--- src/hdl/core_pkg.sv ---
//////////////////////////////////////////////////////////////////////
// Shared constants for the RV32I execution shell: word and index
// widths, opcode and function fields, ALU operation type and the
// instruction word union
//////////////////////////////////////////////////////////////////////

`default_nettype none

package core_pkg;

  // Data word and register index widths
  localparam int unsigned xlen       = 32;
  localparam int unsigned reg_addr_w = 5;

  // Major opcodes
  localparam logic [6:0] opcode_op     = 7'b0110011;
  localparam logic [6:0] opcode_op_imm = 7'b0010011;

  // funct3 groups
  localparam logic [2:0] funct3_add = 3'b000;
  localparam logic [2:0] funct3_sll = 3'b001;
  localparam logic [2:0] funct3_slt = 3'b010;
  localparam logic [2:0] funct3_xor = 3'b100;
  localparam logic [2:0] funct3_srl = 3'b101;
  localparam logic [2:0] funct3_or  = 3'b110;
  localparam logic [2:0] funct3_and = 3'b111;

  // funct7 value that turns ADD into SUB
  localparam logic [6:0] funct7_sub = 7'b0100000;

  typedef enum logic [3:0] {
    add,
    sub,
    and_op,
    or_op,
    xor_op,
    slt,
    sll,
    srl
  } alu_op_e;

  // One instruction word, read as R-type or I-type depending on opcode
  typedef union packed {
    struct packed {
      logic [6:0]            funct7;
      logic [reg_addr_w-1:0] rs2;
      logic [reg_addr_w-1:0] rs1;
      logic [2:0]            funct3;
      logic [reg_addr_w-1:0] rd;
      logic [6:0]            opcode;
    } r;
    struct packed {
      logic [11:0]           imm12;
      logic [reg_addr_w-1:0] rs1;
      logic [2:0]            funct3;
      logic [reg_addr_w-1:0] rd;
      logic [6:0]            opcode;
    } i;
  } instr_u;

endpackage

`default_nettype wire

--- src/hdl/stage_if.sv ---
//////////////////////////////////////////////////////////////////////
// Stage interfaces: decode to execute, execute to write-back
//////////////////////////////////////////////////////////////////////

`timescale 1ns/100ps
`default_nettype none

interface decode_if import core_pkg::*; ();
  logic                  valid;
  logic                  illegal;
  alu_op_e               alu_op;
  logic [xlen-1:0]       operand_a;
  logic [xlen-1:0]       operand_b;
  logic [reg_addr_w-1:0] rd;

  modport src (output valid, illegal, alu_op, operand_a, operand_b, rd);
  modport dst (input valid, illegal, alu_op, operand_a, operand_b, rd);
endinterface

interface exec_if import core_pkg::*; ();
  logic                  valid;
  logic                  illegal;
  logic [xlen-1:0]       result;
  logic [reg_addr_w-1:0] rd;

  modport src (output valid, illegal, result, rd);
  modport dst (input valid, illegal, result, rd);
endinterface

`default_nettype wire

--- src/hdl/register_file.sv ---
//////////////////////////////////////////////////////////////////////
// Integer register file: 31 flip-flop words, x0 hardwired to zero,
// two combinational read ports and one write port
//////////////////////////////////////////////////////////////////////

`timescale 1ns/100ps
`default_nettype none

module register_file import core_pkg::*; (
  input  logic                  clk_i,
  input  logic                  rst_ni,
  input  logic [reg_addr_w-1:0] raddr_a_i,
  input  logic [reg_addr_w-1:0] raddr_b_i,
  output logic [xlen-1:0]       rdata_a_o,
  output logic [xlen-1:0]       rdata_b_o,
  input  logic [reg_addr_w-1:0] waddr_i,
  input  logic [xlen-1:0]       wdata_i,
  input  logic                  we_i
);

  logic [xlen-1:0] regs_q [1:31];

  // Writes to index zero fall through the loop
  always_ff @(posedge clk_i or negedge rst_ni) begin
    if (!rst_ni) begin
      for (int i = 1; i < 32; i++) begin
        regs_q[i] <= '0;
      end
    end else begin
      for (int i = 1; i < 32; i++) begin
        if (we_i && waddr_i == reg_addr_w'(i)) begin
          regs_q[i] <= wdata_i;
        end
      end
    end
  end

  assign rdata_a_o = (raddr_a_i == '0) ? '0 : regs_q[raddr_a_i];
  assign rdata_b_o = (raddr_b_i == '0) ? '0 : regs_q[raddr_b_i];

endmodule

`default_nettype wire

--- src/hdl/instr_decode.sv ---
//////////////////////////////////////////////////////////////////////
// Instruction decode stage: classifies the accepted word, reads the
// register file and registers the operands for execute
//////////////////////////////////////////////////////////////////////

`timescale 1ns/100ps
`default_nettype none

module instr_decode import core_pkg::*; (
  input  logic                  clk_i,
  input  logic                  rst_ni,
  input  logic                  start_i,
  input  instr_u                instr_i,
  output logic [reg_addr_w-1:0] rf_raddr_a_o,
  output logic [reg_addr_w-1:0] rf_raddr_b_o,
  input  logic [xlen-1:0]       rf_rdata_a_i,
  input  logic [xlen-1:0]       rf_rdata_b_i,
  decode_if.src                 dec
);

  alu_op_e         alu_op_d;
  logic            illegal_d;
  logic            use_imm;
  logic [xlen-1:0] imm_ext;

  // rs2 field overlaps the immediate on I-type, reading it is harmless
  assign rf_raddr_a_o = instr_i.r.rs1;
  assign rf_raddr_b_o = instr_i.r.rs2;

  assign imm_ext = {{(xlen-12){instr_i.i.imm12[11]}}, instr_i.i.imm12};

  always_comb begin
    alu_op_d  = add;
    illegal_d = 1'b0;
    use_imm   = 1'b0;
    case (instr_i.r.opcode)
      opcode_op: begin
        case (instr_i.r.funct3)
          funct3_add: alu_op_d = (instr_i.r.funct7 == funct7_sub) ? sub : add;
          funct3_slt: alu_op_d = slt;
          funct3_sll: alu_op_d = sll;
          funct3_xor: alu_op_d = xor_op;
          funct3_srl: alu_op_d = srl;
          funct3_or:  alu_op_d = or_op;
          funct3_and: alu_op_d = and_op;
          default:    illegal_d = 1'b1;
        endcase
        // Only ADD accepts a nonzero funct7
        if (instr_i.r.funct7 != 7'b0 &&
            !(instr_i.r.funct3 == funct3_add && instr_i.r.funct7 == funct7_sub)) begin
          illegal_d = 1'b1;
        end
      end
      opcode_op_imm: begin
        use_imm = 1'b1;
        case (instr_i.i.funct3)
          funct3_add: alu_op_d = add;
          funct3_slt: alu_op_d = slt;
          funct3_xor: alu_op_d = xor_op;
          funct3_or:  alu_op_d = or_op;
          funct3_and: alu_op_d = and_op;
          // Immediate shifts are not supported
          default:    illegal_d = 1'b1;
        endcase
      end
      default: illegal_d = 1'b1;
    endcase
  end

  always_ff @(posedge clk_i or negedge rst_ni) begin
    if (!rst_ni) begin
      dec.valid <= 1'b0;
    end else begin
      dec.valid <= start_i;
    end
  end

  always_ff @(posedge clk_i) begin
    if (start_i) begin
      dec.illegal   <= illegal_d;
      dec.alu_op    <= alu_op_d;
      dec.operand_a <= rf_rdata_a_i;
      dec.operand_b <= use_imm ? imm_ext : rf_rdata_b_i;
      dec.rd        <= instr_i.r.rd;
    end
  end

endmodule

`default_nettype wire

--- src/hdl/alu_execute.sv ---
//////////////////////////////////////////////////////////////////////
// Integer ALU stage with registered result
//////////////////////////////////////////////////////////////////////

`timescale 1ns/100ps
`default_nettype none

module alu_execute import core_pkg::*; (
  input  logic  clk_i,
  input  logic  rst_ni,
  decode_if.dst dec,
  exec_if.src   exe
);

  logic [xlen-1:0] alu_result;
  logic [4:0]      shamt;

  // Shift amount from the low bits only
  assign shamt = dec.operand_b[4:0];

  always_comb begin
    case (dec.alu_op)
      add:     alu_result = dec.operand_a + dec.operand_b;
      sub:     alu_result = dec.operand_a - dec.operand_b;
      and_op:  alu_result = dec.operand_a & dec.operand_b;
      or_op:   alu_result = dec.operand_a | dec.operand_b;
      xor_op:  alu_result = dec.operand_a ^ dec.operand_b;
      slt: begin
        alu_result = {{(xlen-1){1'b0}},
                      ($signed(dec.operand_a) < $signed(dec.operand_b))};
      end
      sll:     alu_result = dec.operand_a << shamt;
      srl:     alu_result = dec.operand_a >> shamt;
      default: alu_result = '0;
    endcase
  end

  //////////////////////////////////////////////////////////////////////
  // Output register
  //////////////////////////////////////////////////////////////////////

  always_ff @(posedge clk_i or negedge rst_ni) begin
    if (!rst_ni) begin
      exe.valid <= 1'b0;
    end else begin
      exe.valid <= dec.valid;
    end
  end

  always_ff @(posedge clk_i) begin
    if (dec.valid) begin
      exe.illegal <= dec.illegal;
      exe.rd      <= dec.rd;
      // Illegal items carry a zero result
      exe.result  <= dec.illegal ? '0 : alu_result;
    end
  end

endmodule

`default_nettype wire

--- src/hdl/writeback_ctrl.sv ---
//////////////////////////////////////////////////////////////////////
// Handshake controller: start pulse, register write-back, result
// outputs and sleep indication
//////////////////////////////////////////////////////////////////////

`timescale 1ns/100ps
`default_nettype none

module writeback_ctrl import core_pkg::*; (
  input  logic                  clk_i,
  input  logic                  rst_ni,
  input  logic                  instr_req_i,
  output logic                  start_o,
  exec_if.dst                   exe,
  output logic                  rf_we_o,
  output logic [reg_addr_w-1:0] rf_waddr_o,
  output logic [xlen-1:0]       rf_wdata_o,
  output logic                  instr_ack_o,
  output logic [xlen-1:0]       result_o,
  output logic [reg_addr_w-1:0] rd_o,
  output logic                  illegal_o,
  output logic                  core_sleep_o
);

  logic start_d, start_q;
  logic busy_q;
  logic ack_q;

  // New work only when idle and no acknowledge is standing
  assign start_d = instr_req_i & ~busy_q & ~ack_q;

  always_ff @(posedge clk_i or negedge rst_ni) begin
    if (!rst_ni) begin
      start_q <= 1'b0;
      busy_q  <= 1'b0;
      ack_q   <= 1'b0;
    end else begin
      start_q <= start_d;
      if (start_d) begin
        busy_q <= 1'b1;
      end else if (exe.valid) begin
        busy_q <= 1'b0;
      end
      if (exe.valid) begin
        ack_q <= 1'b1;
      end else if (!instr_req_i) begin
        ack_q <= 1'b0;
      end
    end
  end

  //////////////////////////////////////////////////////////////////////
  // Result outputs, held while acknowledged
  //////////////////////////////////////////////////////////////////////

  always_ff @(posedge clk_i or negedge rst_ni) begin
    if (!rst_ni) begin
      result_o  <= '0;
      rd_o      <= '0;
      illegal_o <= 1'b0;
    end else if (exe.valid) begin
      result_o  <= exe.result;
      rd_o      <= exe.rd;
      illegal_o <= exe.illegal;
    end else if (ack_q && !instr_req_i) begin
      // Cleared together with the falling acknowledge
      result_o  <= '0;
      rd_o      <= '0;
      illegal_o <= 1'b0;
    end
  end

  // Write-back on the same edge as the acknowledge
  assign rf_we_o    = exe.valid & ~exe.illegal;
  assign rf_waddr_o = exe.rd;
  assign rf_wdata_o = exe.result;

  assign start_o      = start_q;
  assign instr_ack_o  = ack_q;
  assign core_sleep_o = ~(busy_q | ack_q);

endmodule

`default_nettype wire

--- src/hdl/core_top.sv ---
//////////////////////////////////////////////////////////////////////
// RV32I execution shell top level: decode, execute, write-back
// controller and integer register file
//////////////////////////////////////////////////////////////////////

`timescale 1ns/100ps
`default_nettype none

module core_top import core_pkg::*; (
  input  logic                  clk_i,
  input  logic                  rst_ni,
  input  logic                  instr_req_i,
  input  logic [xlen-1:0]       instr_i,
  output logic                  instr_ack_o,
  output logic [xlen-1:0]       result_o,
  output logic [reg_addr_w-1:0] rd_o,
  output logic                  illegal_o,
  output logic                  core_sleep_o
);

  logic                  start;
  logic [reg_addr_w-1:0] rf_raddr_a;
  logic [reg_addr_w-1:0] rf_raddr_b;
  logic [xlen-1:0]       rf_rdata_a;
  logic [xlen-1:0]       rf_rdata_b;
  logic                  rf_we;
  logic [reg_addr_w-1:0] rf_waddr;
  logic [xlen-1:0]       rf_wdata;

  decode_if dec_bus ();
  exec_if   exe_bus ();

  instr_decode u_decode (
    .clk_i        (clk_i),
    .rst_ni       (rst_ni),
    .start_i      (start),
    .instr_i      (instr_i),
    .rf_raddr_a_o (rf_raddr_a),
    .rf_raddr_b_o (rf_raddr_b),
    .rf_rdata_a_i (rf_rdata_a),
    .rf_rdata_b_i (rf_rdata_b),
    .dec          (dec_bus.src)
  );

  alu_execute u_execute (
    .clk_i  (clk_i),
    .rst_ni (rst_ni),
    .dec    (dec_bus.dst),
    .exe    (exe_bus.src)
  );

  register_file u_regfile (
    .clk_i     (clk_i),
    .rst_ni    (rst_ni),
    .raddr_a_i (rf_raddr_a),
    .raddr_b_i (rf_raddr_b),
    .rdata_a_o (rf_rdata_a),
    .rdata_b_o (rf_rdata_b),
    .waddr_i   (rf_waddr),
    .wdata_i   (rf_wdata),
    .we_i      (rf_we)
  );

  writeback_ctrl u_writeback (
    .clk_i        (clk_i),
    .rst_ni       (rst_ni),
    .instr_req_i  (instr_req_i),
    .start_o      (start),
    .exe          (exe_bus.dst),
    .rf_we_o      (rf_we),
    .rf_waddr_o   (rf_waddr),
    .rf_wdata_o   (rf_wdata),
    .instr_ack_o  (instr_ack_o),
    .result_o     (result_o),
    .rd_o         (rd_o),
    .illegal_o    (illegal_o),
    .core_sleep_o (core_sleep_o)
  );

endmodule

`default_nettype wire

--- config.mk ---
export PLATFORM = sky130hd
export DESIGN_NAME = core_top
export DESIGN_NICKNAME = d
export VERILOG_FILES = /design/src/hdl/core_pkg.sv /design/src/hdl/stage_if.sv /design/src/hdl/register_file.sv /design/src/hdl/instr_decode.sv /design/src/hdl/alu_execute.sv /design/src/hdl/writeback_ctrl.sv /design/src/hdl/core_top.sv
export SDC_FILE = /design/constraint.sdc
export NUM_CORES = 2
export LEC_CHECK = 0
export BUFFER_PORTS_ARGS = -buffer_cell sky130_fd_sc_hd__buf_2
export CAP_MARGIN = 20
export CORE_MARGIN = 2
export CORE_UTILIZATION = 35
export CTS_CLUSTER_DIAMETER = 50
export CTS_CLUSTER_SIZE = 24
export DETAILED_ROUTE_END_ITERATION = 8
export GPL_TIMING_DRIVEN = 0
export SLEW_MARGIN = 25
export SYNTH_ARGS = -nofsm -noshare
export SYNTH_HDL_FRONTEND = slang
export SYNTH_HIERARCHICAL = 1
export SYNTH_SLANG_ARGS = --single-unit
--- constraint.sdc ---
create_clock -name clk_i -period 5.1 [get_ports clk_i]
set_input_delay 1.02 -clock clk_i [delete_from_list [all_inputs] [get_ports clk_i]]
set_output_delay 1.02 -clock clk_i [all_outputs]
set_load 0.01 [all_outputs]
## Yosys cells after proc, flatten, opt, wreduce, memory -nomap -nowiden

Cells that the tools add are included.

| storage, ports and cells | value |
|---|---|
| ROM bits | 0 |
| memories | 0 |
| register bits after elaboration | 1147 |
| logic and storage cells | 188 |
| output and inout bits | 40 |
| bits in latches | 0 |
| bits in writable memories | 0 |

| operators by class | value |
|---|---|
| shifts and indexed selects | 2 |
| add/subtract/negate cells | 2 |
| $mul | 0 |
| multiplexer cells | 28 |
| order comparisons | 3 |
| eq/ne operators | 48 |
| div/mod/pow operators | 0 |
| bitwise gates (word level) | 13 |
| reductions and logical operators | 45 |

Operators with widths:

| kind | number |
|---|---|
| binary-select mux 32 bit (select 5 bit) | 2 |
| two-way mux 32 bit | 8 |
| case mux 32 bit (8 select lines) | 1 |
| == test 5 bit, second input constant | 16 |
| == test 5 x 4 -> 1 bit, second input constant | 8 |
| logical AND 1 bit | 34 |
| adder 32 bit | 1 |
| AND 32 bit | 1 |
| < comparator 32 bit | 1 |
| OR 32 bit | 1 |
| left shift 32 x 5 -> 32 bit | 1 |
| right shift 32 x 5 -> 32 bit | 1 |
| subtractor 32 bit | 1 |
| bitwise XOR 32 bit | 1 |
| case mux 4 bit (7 select lines) | 1 |
| == test 5 x 3 -> 1 bit, second input constant | 4 |
| == test 4 x 3 -> 1 bit, second input constant | 4 |
| == test 7 x 6 -> 1 bit, second input constant | 2 |
| == test 3 bit, second input constant | 4 |
| greater-or-equal comparator 6 bit, second input constant | 2 |
| NOT 5 -> 6 bit | 2 |
| case mux 3 bit (4 select lines) | 1 |
| two-way mux 1 bit | 11 |
| == test 5 x 2 -> 1 bit, second input constant | 2 |
| 21 further kinds | 31 |

## Longest topological paths before layout

| depth | value |
|---|---|
| depth in word-level cells | 6 |
| gate-level depth with buffers | 16 |
| mapped depth without buffers | 13 |

## Modules after synthesis

The synthesis kept the hierarchy.

By module, submodules not included:

| module | cells each | area an instance (µm²) | instances |
|---|---|---|---|
| register_file | 3547 | 53461.3 | 1 |
| alu_execute | 1335 | 9668.0 | 1 |
| instr_decode | 149 | 2826.5 | 1 |
| writeback_ctrl | 212 | 2099.5 | 1 |

## Worst setup path after synthesis

Ideal clock, no wire load.

| path | value |
|---|---|
| path kind | reg2reg |
| from | register u_decode.dec.operand_b[1] |
| to | register u_execute.exe.result[26] (data pin) |
| stages on the path, launching flop included | 16 |
| slack | 1306 ps |
| library setup time | 270 ps |
| arrival | 3524 ps |
| clock period less this slack | 3794 ps |
| cells stage by stage | edfxtp_1 > clkbuf_1 > inv_1 > buf_2 > buf_2 > buf_1 > fa_1 > nor2b_2 > o311ai_0 > a211oi_1 > a22o_2 > o311ai_4 > o21ai_1 > mux2_1 > a21oi_1 > a21oi_1 |

| on the way | value |
|---|---|
| word-level cells in the longest chain between the ends | 2 |

Ends and longest elaborated chain:

| what | RTL line | text |
|---|---|---|
| from (decl) | stage_if.sv:16 | `modport src (output valid, illegal, alu_op, operand_a, operand_b, rd);` |
| from (signal assigned) | instr_decode.sv:83 | `dec.operand_b <= use_imm ? imm_ext : rf_rdata_b_i;` |
| subtractor 32 bit, or another cell as far along | alu_execute.sv:24 | `sub: alu_result = dec.operand_a - dec.operand_b;` |
| case mux 32 bit (8 select lines) * | alu_execute.sv:22 | `case (dec.alu_op)` |
| to (signal assigned) | alu_execute.sv:55 | `exe.result <= dec.illegal ? '0 : alu_result;` |
| to (decl) | stage_if.sv:26 | `modport src (output valid, illegal, result, rd);` |

Every way passes the cells marked *; elsewhere a longest branch is shown, timed or not.
A chain may end at the register's enable or synchronous reset.

## Worst setup path in the final report

| path | value |
|---|---|
| from | input instr_i[23] |
| to | register u_decode.dec.operand_b[7] (data pin) |

| on the way | value |
|---|---|
| word-level cells in the longest chain between the ends | 6 |

Ends and longest elaborated chain:

| what | RTL line | text |
|---|---|---|
| from (decl) | core_top.sv:13 | `input logic [xlen-1:0] instr_i,` |
| NOT 5 -> 6 bit (not written as such) | register_file.sv:39 | `assign rdata_b_o = (raddr_b_i == '0) ? '0 : regs_q[raddr_b_i];` |
| binary-select mux 32 bit (select 5 bit) | register_file.sv:39 |  |
| two-way mux 32 bit (not written as such) (2 in series) | register_file.sv:39 |  |
| two-way mux 32 bit * | register_file.sv:39 |  |
| net rf_rdata_b[7] | core_top.sv:25 | `logic [xlen-1:0] rf_rdata_b;` |
| two-way mux 32 bit * | instr_decode.sv:83 |  |

Mark *: on every way through the listed nets, which the timed path passes. The rest lies on a longest branch. The select of a mux whose other input is x is not followed.

==> results.py <==
metrics = {
    "finish": {
        "area_delta_synth_final_pct": 12.0,
        "nets": 5586,
        "num-fill-cells": 18300,
        "drive_gt1_frac": 0.393,
        "final_core_util": 0.395,
    },
    "die": {
        "die_w_um": 445,
        "pin_count": 75,
        "die-height_um": 445,
        "num_rows": 161,
        "start_util": 0.353,
        "die-area_um2": 198000,
        "coreArea_um2": 193000,
    },
    "pwr": {
        "worst_ir_drop_vdd_v": 0.000365,
        "clock_power_share": 0.327,
        "p_per_area_nw_per_um2": 371,
        "power.internal_mw": 18.1,
        "cellLeakagePower_nw": 34.3,
        "p_sw_mw": 10.2,
        "share_comb_of_total_power": 0.271,
        "p_seq_frac": 0.402,
        "p_sw_frac": 0.361,
    },
    "setup_path": {
        "end_kind": "flip-flop",
        "r2r-end": "u_execute/exe.result[25]$_SDFFCE_PP0P_",
        "r2r.worst_path.cells": 15,
        "critPathKind": "in -> reg",
        "crit_start": "instr_i[23]",
        "path_depth": 9,
        "cp.required_ns": 5.62,
        "critPathArrivalTime_ns": 5.62,
        "crit_chain": "buf_2, buf_4, clkbuf_1, clkinv_1, nor2_1, clkbuf_1, a22oi_1, o31a_1, mux2_4",
        "r2r_slack_ns": 0.09,
        "start_kind": "input pin",
        "crit_family": "buffers and inverters",
        "slowest_stage": "nor2_1",
        "critPathBufInv": 5,
        "slowest_delay_ns": 1.08,
        "cp-endpoint": "u_decode/dec.operand_b[7]$_DFFE_PP_",
        "reg2reg_from": "u_decode/dec.operand_b[2]$_DFFE_PP_",
        "critPathMostFrequentCell": "clkbuf_1",
        "crit_fanout": 10,
    },
    "drt": {
        "wl_per_cell_um": 35.6,
        "dr.pass1.iters": 9,
        "antenna_left": 0,
        "vias": 51100,
        "drt-total-wl_mm": 288,
        "drc": 0,
        "drt_iter0_markers": 6489,
        "via_per_inst": 6.32,
    },
    "timing": {
        "setup_viol": 0,
        "layout_worst_path_cycle_share": 1.00,
        "grt_setup_unrepaired": "false",
        "slew_violations": 0,
        "finalSetupTns_ns": 0,
        "skew_ns": 0.0537,
        "hold_violations": 0,
        "relSlewSlack": 0.184,
        "clock.fmax_ghz": 0.196,
        "fin_crit_ns": 5.10,
        "max_slew.worst_pin.slew_ns": 1.22,
    },
    "clock_tree": {
        "cts_buffers": 119,
        "tritoncts": "built",
        "htreeDepth": 3,
        "clockBufferDepth": 3,
        "clk_latency_ns": 0.81,
        "cts.sink_count": 1146,
        "clk_pin_slew_ns": 0.07,
        "root_buffer": "clkbuf_16",
        "cts_hold_buffers": 0,
    },
    "grt": {
        "antenna_found_initial": 15,
        "grt_remaining_overflow": 0,
        "grt_pass1_vias": 50700,
        "grt_pass1_wl_mm": 398,
        "grt_usage": 0.286,
        "grt_max_degree": 129,
    },
    "logic_synthesis": {
        "synth_edf_count": 111,
        "synth_area_um2": 68100,
        "ys_warn_count": 6,
        "synthFlopType": "dfrtp_1",
        "ys_seq_elements": 1146,
        "async_flop_share": 0.903,
        "syn_nets": 5385,
        "postSynthAreaPerCell_um2": 13.0,
        "synth_cells": 5243,
        "ys_types": 102,
        "synth-seq-area-share": 0.430,
    },
    "status": {
        "status": "finished clean",
    },
    "placed_design": {
        "place_hpwl_mm": 214,
        "io_buffers": 67,
        "globalplace.congestion": 1.07,
    },
    "worst_hold_path": {
        "hp-class": "in -> async",
    },
    "flow_run": {
        "drv_cap": 0,
    },
}
-- state kept, by name, summed over array words and instances, names as in the netlist, 3 cells and up --
name                    cells
u_execute/exe.result       32
u_regfile/regs_q          992
u_decode/dec.rd             5
u_decode/dec.operand_b     32
u_decode/dec.alu_op         3
u_writeback/rd_o            5
u_execute/exe.rd            5
u_writeback/result_o       32
u_decode/dec.operand_a     32
-- worst register-to-register path, stage by stage (launching register included) --
cell and delay, ns:
edfxtp_1 0.40, buf_2 0.33, clkbuf_4 0.35, clkinvlp_4 0.16
buf_2 0.25, ha_1 0.33, buf_6 0.15, a21oi_2 0.19
a2111oi_1 0.14, o31ai_1 0.80, a21oi_1 0.26, nand3b_1 0.38
a21bo_2 0.33, a31oi_1 0.26, mux2i_1 0.22, a31oi_1 0.15
-- power by group through the flow --
stage                     clock network [mW]  logic [mW]  registers [mW]
after floorplan                            0        4.59            11.1
after global placement                     0        7.30            11.5
after detailed placement                   0        7.42            11.5
after CTS                               9.36        7.45            11.3
after global routing                    9.72        8.01            11.5
final                                   9.25        7.67            11.4
-- repair_timing --
| action | in CTS | in global routing |
|---|---|---|
| resized for setup | 5 | 4 |
| endpoints found under the setup margin | 17 | 6 |
| buffers inserted | 1 | 0 |
-- area by class of cell --
class,instances,area (um^2),share of cell area
plain buffers,554,2800,0.0367
well taps,2526,3160,0.0415
clock inverters,85,917,0.0120
multi-input cells,3422,35700,0.469
flip-flops and latches,1146,29200,0.384
clock buffers,140,3210,0.0421
diodes,6,15.0,0.000197
inverters,116,439,0.00576
repair buffers,85,724,0.00951
-- cells by family after synthesis --
kind of cell / Yosys count / share of synthesized area
mux: 1797 / 0.369
flops: 1146 / 0.430
simple gates: 742 / 0.0527
buf+inv: 675 / 0.0471
fa+ha+maj: 107 / 0.0199
compound gates: 752 / 0.0788
other cells: 1 / 0.0000551
xor+xnor: 23 / 0.00296
-- metal layers --
metal / wire (um) / share of wire / GRT usage
met1: 108000 / 0.38 / 0.356
met2: 127000 / 0.44 / 0.436
met3: 32500 / 0.11 / 0.0904
met4: 19200 / 0.067 / 0.163
met5: 103 / 0.00036 / 0.00147
-- synth_stat cells, drive strengths merged (8+ instances only) --
cell type / count / area, um^2
a31oi: 39 / 244
nand2b: 72 / 450
o311ai: 9 / 96.4
nor4: 9 / 71.3
o21ai: 146 / 817
dfrtp: 1035 / 25900
o22a: 17 / 149
nor2b: 60 / 385
nor3: 64 / 325
nand2: 208 / 781
edfxtp: 111 / 3330
o31ai: 12 / 95.1
o22ai: 28 / 188
a221oi: 58 / 526
a211oi: 30 / 225
o21a: 11 / 82.6
mux2i: 254 / 2540
o211ai: 35 / 263
buf: 309 / 1830
mux2: 1089 / 12300
mux4: 454 / 10300
o21bai: 10 / 75.1
and3: 10 / 62.6
inv: 115 / 432
a222oi: 10 / 100
ha: 105 / 1310
a22oi: 52 / 390
a21o: 40 / 300
or3: 20 / 125
clkbuf: 250 / 941
a221o: 21 / 210
nand3: 51 / 255
o31a: 32 / 280
a21oi: 135 / 679
nand4: 19 / 119
xnor2: 21 / 184
and2: 8 / 50.1
a2111oi: 12 / 113
nor2: 194 / 728
-- stage by stage --
step / total power, mW / hold slack [ns] / cells / setup WS, ns / area [um^2]
after global routing: 29.2 / 0.0741 / 8075 / 0.101 / 76200
after detailed placement: 18.9 / 0.414 / 7852 / -0.702 / 72000
after CTS: 28.1 / 0.0567 / 8074 / 0.0214 / 76200
after floorplan: 15.7 / 0.400 / 5243 / 1.31 / 68100
final: 28.3 / 0.0755 / 8080 / 0.00240 / 76200
after global placement: 18.8 / 0.414 / 7836 / -20.28 / 71600
-- worst min path at each step --
stage	from	endpoint	slack, ns	cells after the start
finish	rst_ni	u_regfile/regs_q[855]$_DFFE_PN0P_	0.08	1
global route	rst_ni	u_regfile/regs_q[535]$_DFFE_PN0P_	0.07	1
CTS	rst_ni	u_regfile/regs_q[535]$_DFFE_PN0P_	0.06	1
detailed placement	u_decode/dec.rd[1]$_DFFE_PP_	u_execute/exe.rd[1]$_DFFE_PP_	0.41	0
global placement	u_decode/dec.rd[4]$_DFFE_PP_	u_execute/exe.rd[4]$_DFFE_PP_	0.41	0
floorplan	u_decode/dec.rd[0]$_DFFE_PP_	u_execute/exe.rd[0]$_DFFE_PP_	0.40	0
-- placed cells by master (no fill, tap or decap), drive strengths merged, types with 35 or more instances in the layout --
cell type  instances
dfrtp           1035
buf              392
clkbuf           387
nor3              64
nor2             194
o21ai            146
a221oi            58
a21oi            135
nand2b            72
mux2i            254
a22oi             52
nand2            208
mux4             454
a21o              40
inv              150
mux2            1089
ha               105
nand3             51
a31oi             39
edfxtp           111
o211ai            35
nor2b             60
(Power assumes the default switching activity.)
